--- src/verilog/motorPkg.sv ---
package motorPkg;

    // step period input in prescaled units
    typedef logic [9:0] freqT;

    // commutation step index 0 to 5
    typedef logic [2:0] stepT;

    // command for one half bridge
    typedef logic [1:0] legCmdT;

    typedef enum logic [1:0] {
        MODE_COAST,
        MODE_BRAKE,
        MODE_RUN
    } motorModeT;

    // leg commands
    localparam legCmdT LEG_OFF  = 2'd0;
    localparam legCmdT LEG_HIGH = 2'd1;
    localparam legCmdT LEG_LOW  = 2'd2;

    // shortest step period accepted
    localparam freqT FREQ_MIN = 10'd1000;

    // clocks per period unit
    localparam int STEP_PRESCALE = 10;

    // clocks with both switches of a leg off after a command change
    localparam int DEAD_CYCLES = 8;

    // pwm carrier
    localparam int PWM_PERIOD = 100;
    localparam int PWM_DUTY   = 75;

endpackage

--- src/verilog/pwmGen.sv ---
module pwmGen (
    input  logic clk,
    input  logic nRst,
    output logic pwm
);

    import motorPkg::*;

    localparam int CW = $clog2(PWM_PERIOD);
    localparam logic [CW-1:0] CNT_LAST = CW'(PWM_PERIOD - 1);
    localparam logic [CW-1:0] CNT_DUTY = CW'(PWM_DUTY);

    logic [CW-1:0] carrier;

    // free-running carrier, no sync to the step timer
    always_ff @(posedge clk or negedge nRst) begin
        if (!nRst) begin
            carrier <= '0;
        end else if (carrier == CNT_LAST) begin
            carrier <= '0;
        end else begin
            carrier <= carrier + 1'b1;
        end
    end

    // on for the first duty clocks of each period
    assign pwm = (carrier < CNT_DUTY);

endmodule

--- src/verilog/stepTimer.sv ---
module stepTimer (
    input  logic          clk,
    input  logic          nRst,
    input  logic          run,
    input  motorPkg::freqT freq,
    output logic          stepPulse
);

    import motorPkg::*;

    localparam int PW = $clog2(STEP_PRESCALE);
    localparam logic [PW-1:0] PRE_LAST = PW'(STEP_PRESCALE - 1);

    logic [PW-1:0] preCnt;
    freqT          unitCnt;
    freqT          periodReg;
    logic          preWrap;
    logic          stepEnd;

    assign preWrap   = (preCnt == PRE_LAST);
    assign stepEnd   = preWrap && (unitCnt == periodReg - 1'b1);
    assign stepPulse = run && stepEnd;

    always_ff @(posedge clk or negedge nRst) begin
        if (!nRst) begin
            preCnt    <= '0;
            unitCnt   <= '0;
            periodReg <= FREQ_MIN;
        end else if (!run) begin
            // parked, next step starts from zero with a fresh period
            preCnt    <= '0;
            unitCnt   <= '0;
            periodReg <= freq;
        end else if (preWrap) begin
            preCnt <= '0;
            if (stepEnd) begin
                unitCnt   <= '0;
                periodReg <= freq;
            end else begin
                unitCnt <= unitCnt + 1'b1;
            end
        end else begin
            preCnt <= preCnt + 1'b1;
        end
    end

    // counters restart on run rise, so no pulse in the first run cycle
    aPulseOnlyRunning: assert property (@(posedge clk) disable iff (!nRst)
        stepPulse |-> run && $past(run))
        else $error("step pulse without a running motor");

endmodule

--- src/verilog/commutator.sv ---
module commutator (
    input  logic             clk,
    input  logic             nRst,
    input  logic             start,
    input  logic             inv,
    input  logic             stepPulse,
    output motorPkg::legCmdT legCmdA,
    output motorPkg::legCmdT legCmdB,
    output motorPkg::legCmdT legCmdC,
    output logic             run
);

    import motorPkg::*;

    motorModeT mode;
    motorModeT nextMode;
    stepT      step;
    stepT      stepFwd;
    stepT      stepRev;

    always_comb begin
        if (start) begin
            nextMode = MODE_RUN;
        end else if (inv) begin
            nextMode = MODE_BRAKE;
        end else begin
            nextMode = MODE_COAST;
        end
    end

    // modulo-6 neighbours
    assign stepFwd = (step == 3'd5) ? 3'd0 : step + 3'd1;
    assign stepRev = (step == 3'd0) ? 3'd5 : step - 3'd1;

    always_ff @(posedge clk or negedge nRst) begin
        if (!nRst) begin
            mode <= MODE_COAST;
            step <= '0;
        end else begin
            mode <= nextMode;
            if (nextMode == MODE_RUN && mode != MODE_RUN) begin
                step <= '0;
            end else if (mode == MODE_RUN && stepPulse) begin
                step <= inv ? stepRev : stepFwd;
            end
        end
    end

    assign run = (mode == MODE_RUN);

    // step table with one phase high, one low and the third floating
    always_comb begin
        legCmdA = LEG_OFF;
        legCmdB = LEG_OFF;
        legCmdC = LEG_OFF;
        case (mode)
            MODE_BRAKE: begin
                legCmdA = LEG_LOW;
                legCmdB = LEG_LOW;
                legCmdC = LEG_LOW;
            end
            MODE_RUN: begin
                case (step)
                    3'd0: begin
                        legCmdA = LEG_HIGH;
                        legCmdB = LEG_LOW;
                    end
                    3'd1: begin
                        legCmdA = LEG_HIGH;
                        legCmdC = LEG_LOW;
                    end
                    3'd2: begin
                        legCmdB = LEG_HIGH;
                        legCmdC = LEG_LOW;
                    end
                    3'd3: begin
                        legCmdB = LEG_HIGH;
                        legCmdA = LEG_LOW;
                    end
                    3'd4: begin
                        legCmdC = LEG_HIGH;
                        legCmdA = LEG_LOW;
                    end
                    3'd5: begin
                        legCmdC = LEG_HIGH;
                        legCmdB = LEG_LOW;
                    end
                    default: begin
                        legCmdA = LEG_OFF;
                    end
                endcase
            end
            default: begin
                legCmdA = LEG_OFF;
            end
        endcase
    end

    aStepRange: assert property (@(posedge clk) disable iff (!nRst)
        step < 3'd6)
        else $error("step index out of range");

endmodule

--- src/verilog/deadTime.sv ---
module deadTime (
    input  logic             clk,
    input  logic             nRst,
    input  motorPkg::legCmdT legCmd,
    output logic             gateH,
    output logic             gateL
);

    import motorPkg::*;

    localparam int DW = $clog2(DEAD_CYCLES + 1);
    localparam logic [DW-1:0] DEAD_LOAD = DW'(DEAD_CYCLES - 1);

    legCmdT        lastCmd;
    logic [DW-1:0] deadCnt;
    logic          cmdChange;

    assign cmdChange = (legCmd != lastCmd);

    always_ff @(posedge clk or negedge nRst) begin
        if (!nRst) begin
            lastCmd <= LEG_OFF;
            deadCnt <= '0;
            gateH   <= 1'b0;
            gateL   <= 1'b0;
        end else if (cmdChange) begin
            // new command, open both switches and restart the gap
            lastCmd <= legCmd;
            deadCnt <= DEAD_LOAD;
            gateH   <= 1'b0;
            gateL   <= 1'b0;
        end else if (deadCnt != '0) begin
            deadCnt <= deadCnt - 1'b1;
            gateH   <= 1'b0;
            gateL   <= 1'b0;
        end else begin
            gateH <= (lastCmd == LEG_HIGH);
            gateL <= (lastCmd == LEG_LOW);
        end
    end

    aNoShootThrough: assert property (@(posedge clk) disable iff (!nRst)
        !(gateH && gateL))
        else $error("both switches of a leg on");

    // full gap after every command change
    aDeadGap: assert property (@(posedge clk) disable iff (!nRst)
        cmdChange |=> (!gateH && !gateL) [*DEAD_CYCLES])
        else $error("dead interval cut short");

endmodule

--- src/verilog/motor3Core.sv ---
module motor3Core (
    input  logic          clk,
    input  logic          nRst,
    input  logic          start,
    input  logic          inv,
    input  motorPkg::freqT freq,
    output logic          aHi,
    output logic          aLi,
    output logic          bHi,
    output logic          bLi,
    output logic          cHi,
    output logic          cLi
);

    import motorPkg::*;

    logic   run;
    logic   stepPulse;
    logic   pwm;
    legCmdT legCmdA;
    legCmdT legCmdB;
    legCmdT legCmdC;
    logic   gateHA;
    logic   gateLA;
    logic   gateHB;
    logic   gateLB;
    logic   gateHC;
    logic   gateLC;

    stepTimer u_stepTimer (
        .clk       (clk),
        .nRst      (nRst),
        .run       (run),
        .freq      (freq),
        .stepPulse (stepPulse)
    );

    commutator u_commutator (
        .clk       (clk),
        .nRst      (nRst),
        .start     (start),
        .inv       (inv),
        .stepPulse (stepPulse),
        .legCmdA   (legCmdA),
        .legCmdB   (legCmdB),
        .legCmdC   (legCmdC),
        .run       (run)
    );

    pwmGen u_pwm (
        .clk  (clk),
        .nRst (nRst),
        .pwm  (pwm)
    );

    deadTime u_legA (.clk(clk), .nRst(nRst), .legCmd(legCmdA), .gateH(gateHA), .gateL(gateLA));
    deadTime u_legB (.clk(clk), .nRst(nRst), .legCmd(legCmdB), .gateH(gateHB), .gateL(gateLB));
    deadTime u_legC (.clk(clk), .nRst(nRst), .legCmd(legCmdC), .gateH(gateHC), .gateL(gateLC));

    // only high sides are chopped, low sides stay solid
    assign aHi = gateHA & pwm;
    assign bHi = gateHB & pwm;
    assign cHi = gateHC & pwm;
    assign aLi = gateLA;
    assign bLi = gateLB;
    assign cLi = gateLC;

endmodule

--- src/verilog/motor3Top.sv ---
module motor3Top (
    input  logic          clk,
    input  logic          nRst,
    input  logic          m3start,
    input  logic          m3invOrStop,
    input  motorPkg::freqT m3freq,
    output logic          aH,
    output logic          aL,
    output logic          bH,
    output logic          bL,
    output logic          cH,
    output logic          cL
);

    import motorPkg::*;

    logic startReg;
    logic invReg;
    freqT freqReg;

    logic aHi;
    logic aLi;
    logic bHi;
    logic bLi;
    logic cHi;
    logic cLi;

    // command inputs with the period clamped to the fastest allowed step
    always_ff @(posedge clk or negedge nRst) begin
        if (!nRst) begin
            startReg <= 1'b0;
            invReg   <= 1'b0;
            freqReg  <= FREQ_MIN;
        end else begin
            startReg <= m3start;
            invReg   <= m3invOrStop;
            if (m3freq > FREQ_MIN) begin
                freqReg <= m3freq;
            end else begin
                freqReg <= FREQ_MIN;
            end
        end
    end

    motor3Core u_core (
        .clk   (clk),
        .nRst  (nRst),
        .start (startReg),
        .inv   (invReg),
        .freq  (freqReg),
        .aHi   (aHi),
        .aLi   (aLi),
        .bHi   (bHi),
        .bLi   (bLi),
        .cHi   (cHi),
        .cLi   (cLi)
    );

    // gate pins straight from flops
    always_ff @(posedge clk or negedge nRst) begin
        if (!nRst) begin
            aH <= 1'b0;
            aL <= 1'b0;
            bH <= 1'b0;
            bL <= 1'b0;
            cH <= 1'b0;
            cL <= 1'b0;
        end else begin
            aH <= aHi;
            aL <= aLi;
            bH <= bHi;
            bL <= bLi;
            cH <= cHi;
            cL <= cLi;
        end
    end

    aFreqClamped: assert property (@(posedge clk) disable iff (!nRst)
        freqReg >= FREQ_MIN)
        else $error("step period below minimum reached the core");

endmodule

--- config.mk ---
export PLATFORM = sky130hd
export DESIGN_NAME = motor3Top
export DESIGN_NICKNAME = d
export VERILOG_FILES = /design/src/verilog/motorPkg.sv /design/src/verilog/pwmGen.sv /design/src/verilog/stepTimer.sv /design/src/verilog/commutator.sv /design/src/verilog/deadTime.sv /design/src/verilog/motor3Core.sv /design/src/verilog/motor3Top.sv
export SDC_FILE = /design/constraint.sdc
export NUM_CORES = 1
export LEC_CHECK = 0
export ABC_AREA = 1
export BUFFER_PORTS_ARGS = -buffer_cell sky130_fd_sc_hd__buf_2
export CORE_MARGIN = 10
export CORE_UTILIZATION = 50
export DETAILED_ROUTE_END_ITERATION = 7
export GPL_ROUTABILITY_DRIVEN = 0
export PLACE_DENSITY_LB_ADDON = 0.25
export SLEW_MARGIN = 20
export SYNTH_ARGS = -nofsm -noshare
export SYNTH_HDL_FRONTEND = slang
export SYNTH_HIERARCHICAL = 1
export SYNTH_SLANG_ARGS = --single-unit
--- constraint.sdc ---
create_clock -name clk -period 2.5 [get_ports clk]
set_input_delay 0.5 -clock clk [delete_from_list [all_inputs] [get_ports clk]]
set_output_delay 0.5 -clock clk [all_outputs]
set_load 0.02 [all_outputs]
==> metrics.log <==
INFO  metric p_seq_frac = 0.483
INFO  metric swShare = 0.312
INFO  metric setup.worst_path.class = reg -> reg
INFO  metric cts.repair.resized = 0
INFO  metric timing_hold_violations_final = 0
INFO  metric layout.cells.most_common = sky130_fd_sc_hd__nand2_1
INFO  metric flow.area_growth_from_synthesis = 9.42%
INFO  metric cts_max_path_buffers = 2
INFO  metric core_area = approximately 8300 um2
INFO  metric synth.area.top_cells = sky130_fd_sc_hd__dfrtp_1, sky130_fd_sc_hd__nand2_1, sky130_fd_sc_hd__dfstp_2
INFO  metric cellInternalPower = 2.08 mW
INFO  metric area_leader_netlist = sky130_fd_sc_hd__dfrtp_1
INFO  metric fin_crit = 2.12 ns
INFO  metric clk_root_buffer_cell = sky130_fd_sc_hd__clkbuf_8
INFO  metric antenna_found_initial = 0
INFO  metric layout.cells.most_common_list = sky130_fd_sc_hd__nand2_1, sky130_fd_sc_hd__inv_1, sky130_fd_sc_hd__dfrtp_1
INFO  metric final_core_utilization = 0.563
INFO  metric initialDrtViolationCount = about 160
INFO  metric finalSetupViolations = 0
INFO  metric first_pass_iters = 4
INFO  metric timing.critical_path.from_type = flop
INFO  metric maximum_number_of_pins_on_one_net_before_global_route_repair = 43
INFO  metric routed_wire_length_per_instance = between 10 and 15 um
INFO  metric fin_crit_sh = 0.848
INFO  metric nFillCells = between 700 and 800
INFO  metric power_switching = approximately 940 uW
INFO  metric hpwl = 5400 um
INFO  metric totalWireLength = approximately 7000 um
INFO  metric initial_core_util = 0.515
INFO  metric drt.antenna.violating_nets = 0
INFO  metric worstHoldPathType = in -> async
INFO  metric slew_violations = 0
INFO  metric die_height = roughly 110 um
INFO  metric finalClockSkew = between 0.01 and 0.015 ns
INFO  metric synth-seq-area-share = 0.463
INFO  metric die_w = 112 um
INFO  metric cts_post_setup_buffers_inserted = 0
INFO  metric cp_data_required_time = 2.73 ns
INFO  metric synthesis.yosys.warnings = 6
INFO  metric num_rows = 33
INFO  metric ir_worst_vdd = ~0.38 mV
INFO  metric ys_ff_latch = 78
INFO  metric combinationalPowerShare = 0.194
INFO  metric fin_area = around 4700 um2
INFO  metric post_synth_instance_area = ~4300 um2
INFO  metric netlist.area_leader.share = 0.389
INFO  metric via_per_inst = around 4.8
INFO  metric timing.critical_path.to_type = flop
INFO  metric num_vias = ~3.1k
INFO  metric status = completed
INFO  metric finalNetCount = 556
INFO  metric critPathMaxFanout = 14
INFO  metric worst_skew_pair.late_latency = 0.36 ns
INFO  metric postSynthCellCount = approximately 500
INFO  metric grt_pass1_wl = between 10,000 and 15,000 um
INFO  metric cts_sinks = a little under 80
INFO  metric tritoncts = yes
INFO  metric die_area = roughly 13,000 um2
INFO  metric cts_hold_buffers = 0
INFO  metric htreeDepth = 3
INFO  metric place.port_buffers = 19
INFO  metric grt_setup_unrepaired = no
INFO  metric boundaryPins = 20
INFO  metric grt_pass1_vias = around 3.1k
INFO  metric max_cap_check_violation_count = 0
INFO  metric post-route-drc-count = 0
INFO  metric avgSynthCellArea = about 8.4 um2
INFO  metric setup_total_negative_slack = 0 ns
INFO  metric critical_path_at = roughly 2.4 ns
INFO  metric power.static_leakage = around 2.4 nW
INFO  metric max_freq = roughly 470 MHz
INFO  metric final_layout_size_suffix_gt1_frac = 0.231
INFO  metric power.density = roughly 650 nW/um2
INFO  metric n_antenna_cell = 0
INFO  metric globalRouteOverflowTotal = 0
INFO  metric tritoncts.num_buffers = 9
INFO  metric yosysUniqueCellTypes = 36
INFO  metric clk_pin_slew_worst_paths = 0.09 ns
INFO  metric share_clk_of_total_power = 0.323
INFO  metric grt.total_usage = 0.122
INFO  metric detailed_place.area = ~4400 um2
## power by group through the flow
stage | combinational, mW | clock [mW] | sequential, mW
after global placement | 0.569 | 0 | 1.48
final | 0.586 | 0.973 | 1.46
after CTS | 0.593 | 1.01 | 1.46
after detailed placement | 0.590 | 0 | 1.48
after global routing | 0.679 | 1.06 | 1.47
after floorplan | 0.480 | 0 | 1.46
## stage by stage
stage          power, mW  instances  hold WS (ns)  setup slack, ns
3_3_place_gp        2.05        622         0.337            0.495
2_1_floorplan       1.94        510         0.204            0.537
6_report            3.02        638        0.0846            0.380
3_5_place_dp        2.07        622         0.336            0.387
5_1_grt             3.21        638         0.102           0.0806
4_1_cts             3.06        638        0.0981            0.358
## cell usage after synthesis
cell,number
sky130_fd_sc_hd__inv_1,70
sky130_fd_sc_hd__nor2_4,7
sky130_fd_sc_hd__clkbuf_1,8
sky130_fd_sc_hd__dfrtp_1,66
sky130_fd_sc_hd__o211ai_1,1
sky130_fd_sc_hd__xor2_1,9
sky130_fd_sc_hd__o31ai_1,1
sky130_fd_sc_hd__a21boi_0,1
sky130_fd_sc_hd__nand4_1,12
sky130_fd_sc_hd__nor2_1,46
sky130_fd_sc_hd__xnor2_1,12
sky130_fd_sc_hd__a21oi_2,3
sky130_fd_sc_hd__and2_4,3
sky130_fd_sc_hd__nor3_1,2
sky130_fd_sc_hd__nand3_1,40
sky130_fd_sc_hd__a21oi_1,4
sky130_fd_sc_hd__dfstp_2,12
sky130_fd_sc_hd__o21ai_0,3
sky130_fd_sc_hd__nand2_4,7
sky130_fd_sc_hd__nand2_2,18
sky130_fd_sc_hd__conb_1,1
sky130_fd_sc_hd__inv_2,10
sky130_fd_sc_hd__ha_1,14
sky130_fd_sc_hd__nor2_2,10
sky130_fd_sc_hd__and2_1,1
sky130_fd_sc_hd__nand3b_1,2
sky130_fd_sc_hd__o22ai_1,1
sky130_fd_sc_hd__buf_2,1
sky130_fd_sc_hd__o21ai_2,4
sky130_fd_sc_hd__nand2_1,118
sky130_fd_sc_hd__buf_6,1
sky130_fd_sc_hd__nand3_2,11
sky130_fd_sc_hd__clkbuf_2,3
sky130_fd_sc_hd__buf_8,1
sky130_fd_sc_hd__o21ai_1,2
sky130_fd_sc_hd__nand3_4,1
## critical path, cell delays in order, from the launching register on
cell and delay [ns]:
sky130_fd_sc_hd__dfrtp_1 0.40, sky130_fd_sc_hd__inv_1 0.15, sky130_fd_sc_hd__ha_1 0.24, sky130_fd_sc_hd__nand2_2 0.10
sky130_fd_sc_hd__nor2_2 0.11, sky130_fd_sc_hd__nand2_1 0.06, sky130_fd_sc_hd__nand2_1 0.06, sky130_fd_sc_hd__nand2_1 0.05
sky130_fd_sc_hd__nor2_2 0.12, sky130_fd_sc_hd__nand3_4 0.18, sky130_fd_sc_hd__nor2_1 0.13, sky130_fd_sc_hd__nand2_1 0.08
sky130_fd_sc_hd__inv_1 0.10, sky130_fd_sc_hd__a21oi_1 0.07, sky130_fd_sc_hd__nand2_1 0.07, sky130_fd_sc_hd__o21ai_0 0.08
## layout make-up
| cell class | count | area (um2) | area share |
|---|---|---|---|
| sequential | 78 | 1970 | 0.423 |
| timing repair buffer | 21 | 125 | 0.0269 |
| multi-input combinational | 338 | 1920 | 0.413 |
| clock inverter | 7 | 81.3 | 0.0175 |
| inverter | 80 | 300 | 0.0646 |
| tap | 105 | 131 | 0.0282 |
| clock buffer | 9 | 124 | 0.0266 |
## cells by family after synthesis
| kind of cell | share of synthesized area |
|---|---|
| simple gates | 0.331 |
| buf+inv | 0.0886 |
| flops | 0.463 |
| xor+xnor | 0.0433 |
| compound gates | 0.0318 |
| fa+ha+maj | 0.0412 |
| other cells | 0.000882 |
## routing by layer
metal	track usage	routed length [um]
met1	0.155	3570
met2	0.197	3310
met3	0.0314	199
met4	0.0465	95
met5	0	0
## state kept, by name, summed over array words and instances, names as in the netlist, 2 cells and up
register,flops
freqReg,10
u_core/u_stepTimer/periodReg,10
u_core/u_stepTimer/unitCnt,10
u_core/u_pwm/carrier,7
u_core/u_legA/deadCnt,4
u_core/u_legB/deadCnt,4
u_core/u_legC/deadCnt,4
u_core/u_stepTimer/preCnt,4
u_core/u_commutator/step,3
u_core/u_commutator/mode,2
u_core/u_legA/lastCmd,2
u_core/u_legB/lastCmd,2
u_core/u_legC/lastCmd,2
## path summary, 6_finish.rpt
path,start,to,slack [ns],depth (start not counted)
setup / recovery,u_core/u_stepTimer/periodReg[0],u_core/u_commutator/step[0],0.38,15
hold / removal,nRst,u_core/u_stepTimer/unitCnt[8],0.08,1
setup reg to reg,u_core/u_stepTimer/periodReg[0],u_core/u_commutator/step[0],0.38,15
hold reg to reg,u_core/u_legA/gateL,aL,0.37,0
max in group asynchronous,nRst,u_core/u_legB/deadCnt[2],1.83,2
min in group clk,m3start,startReg,0.25,1
Note: power is estimated with default switching activity, not from simulation.
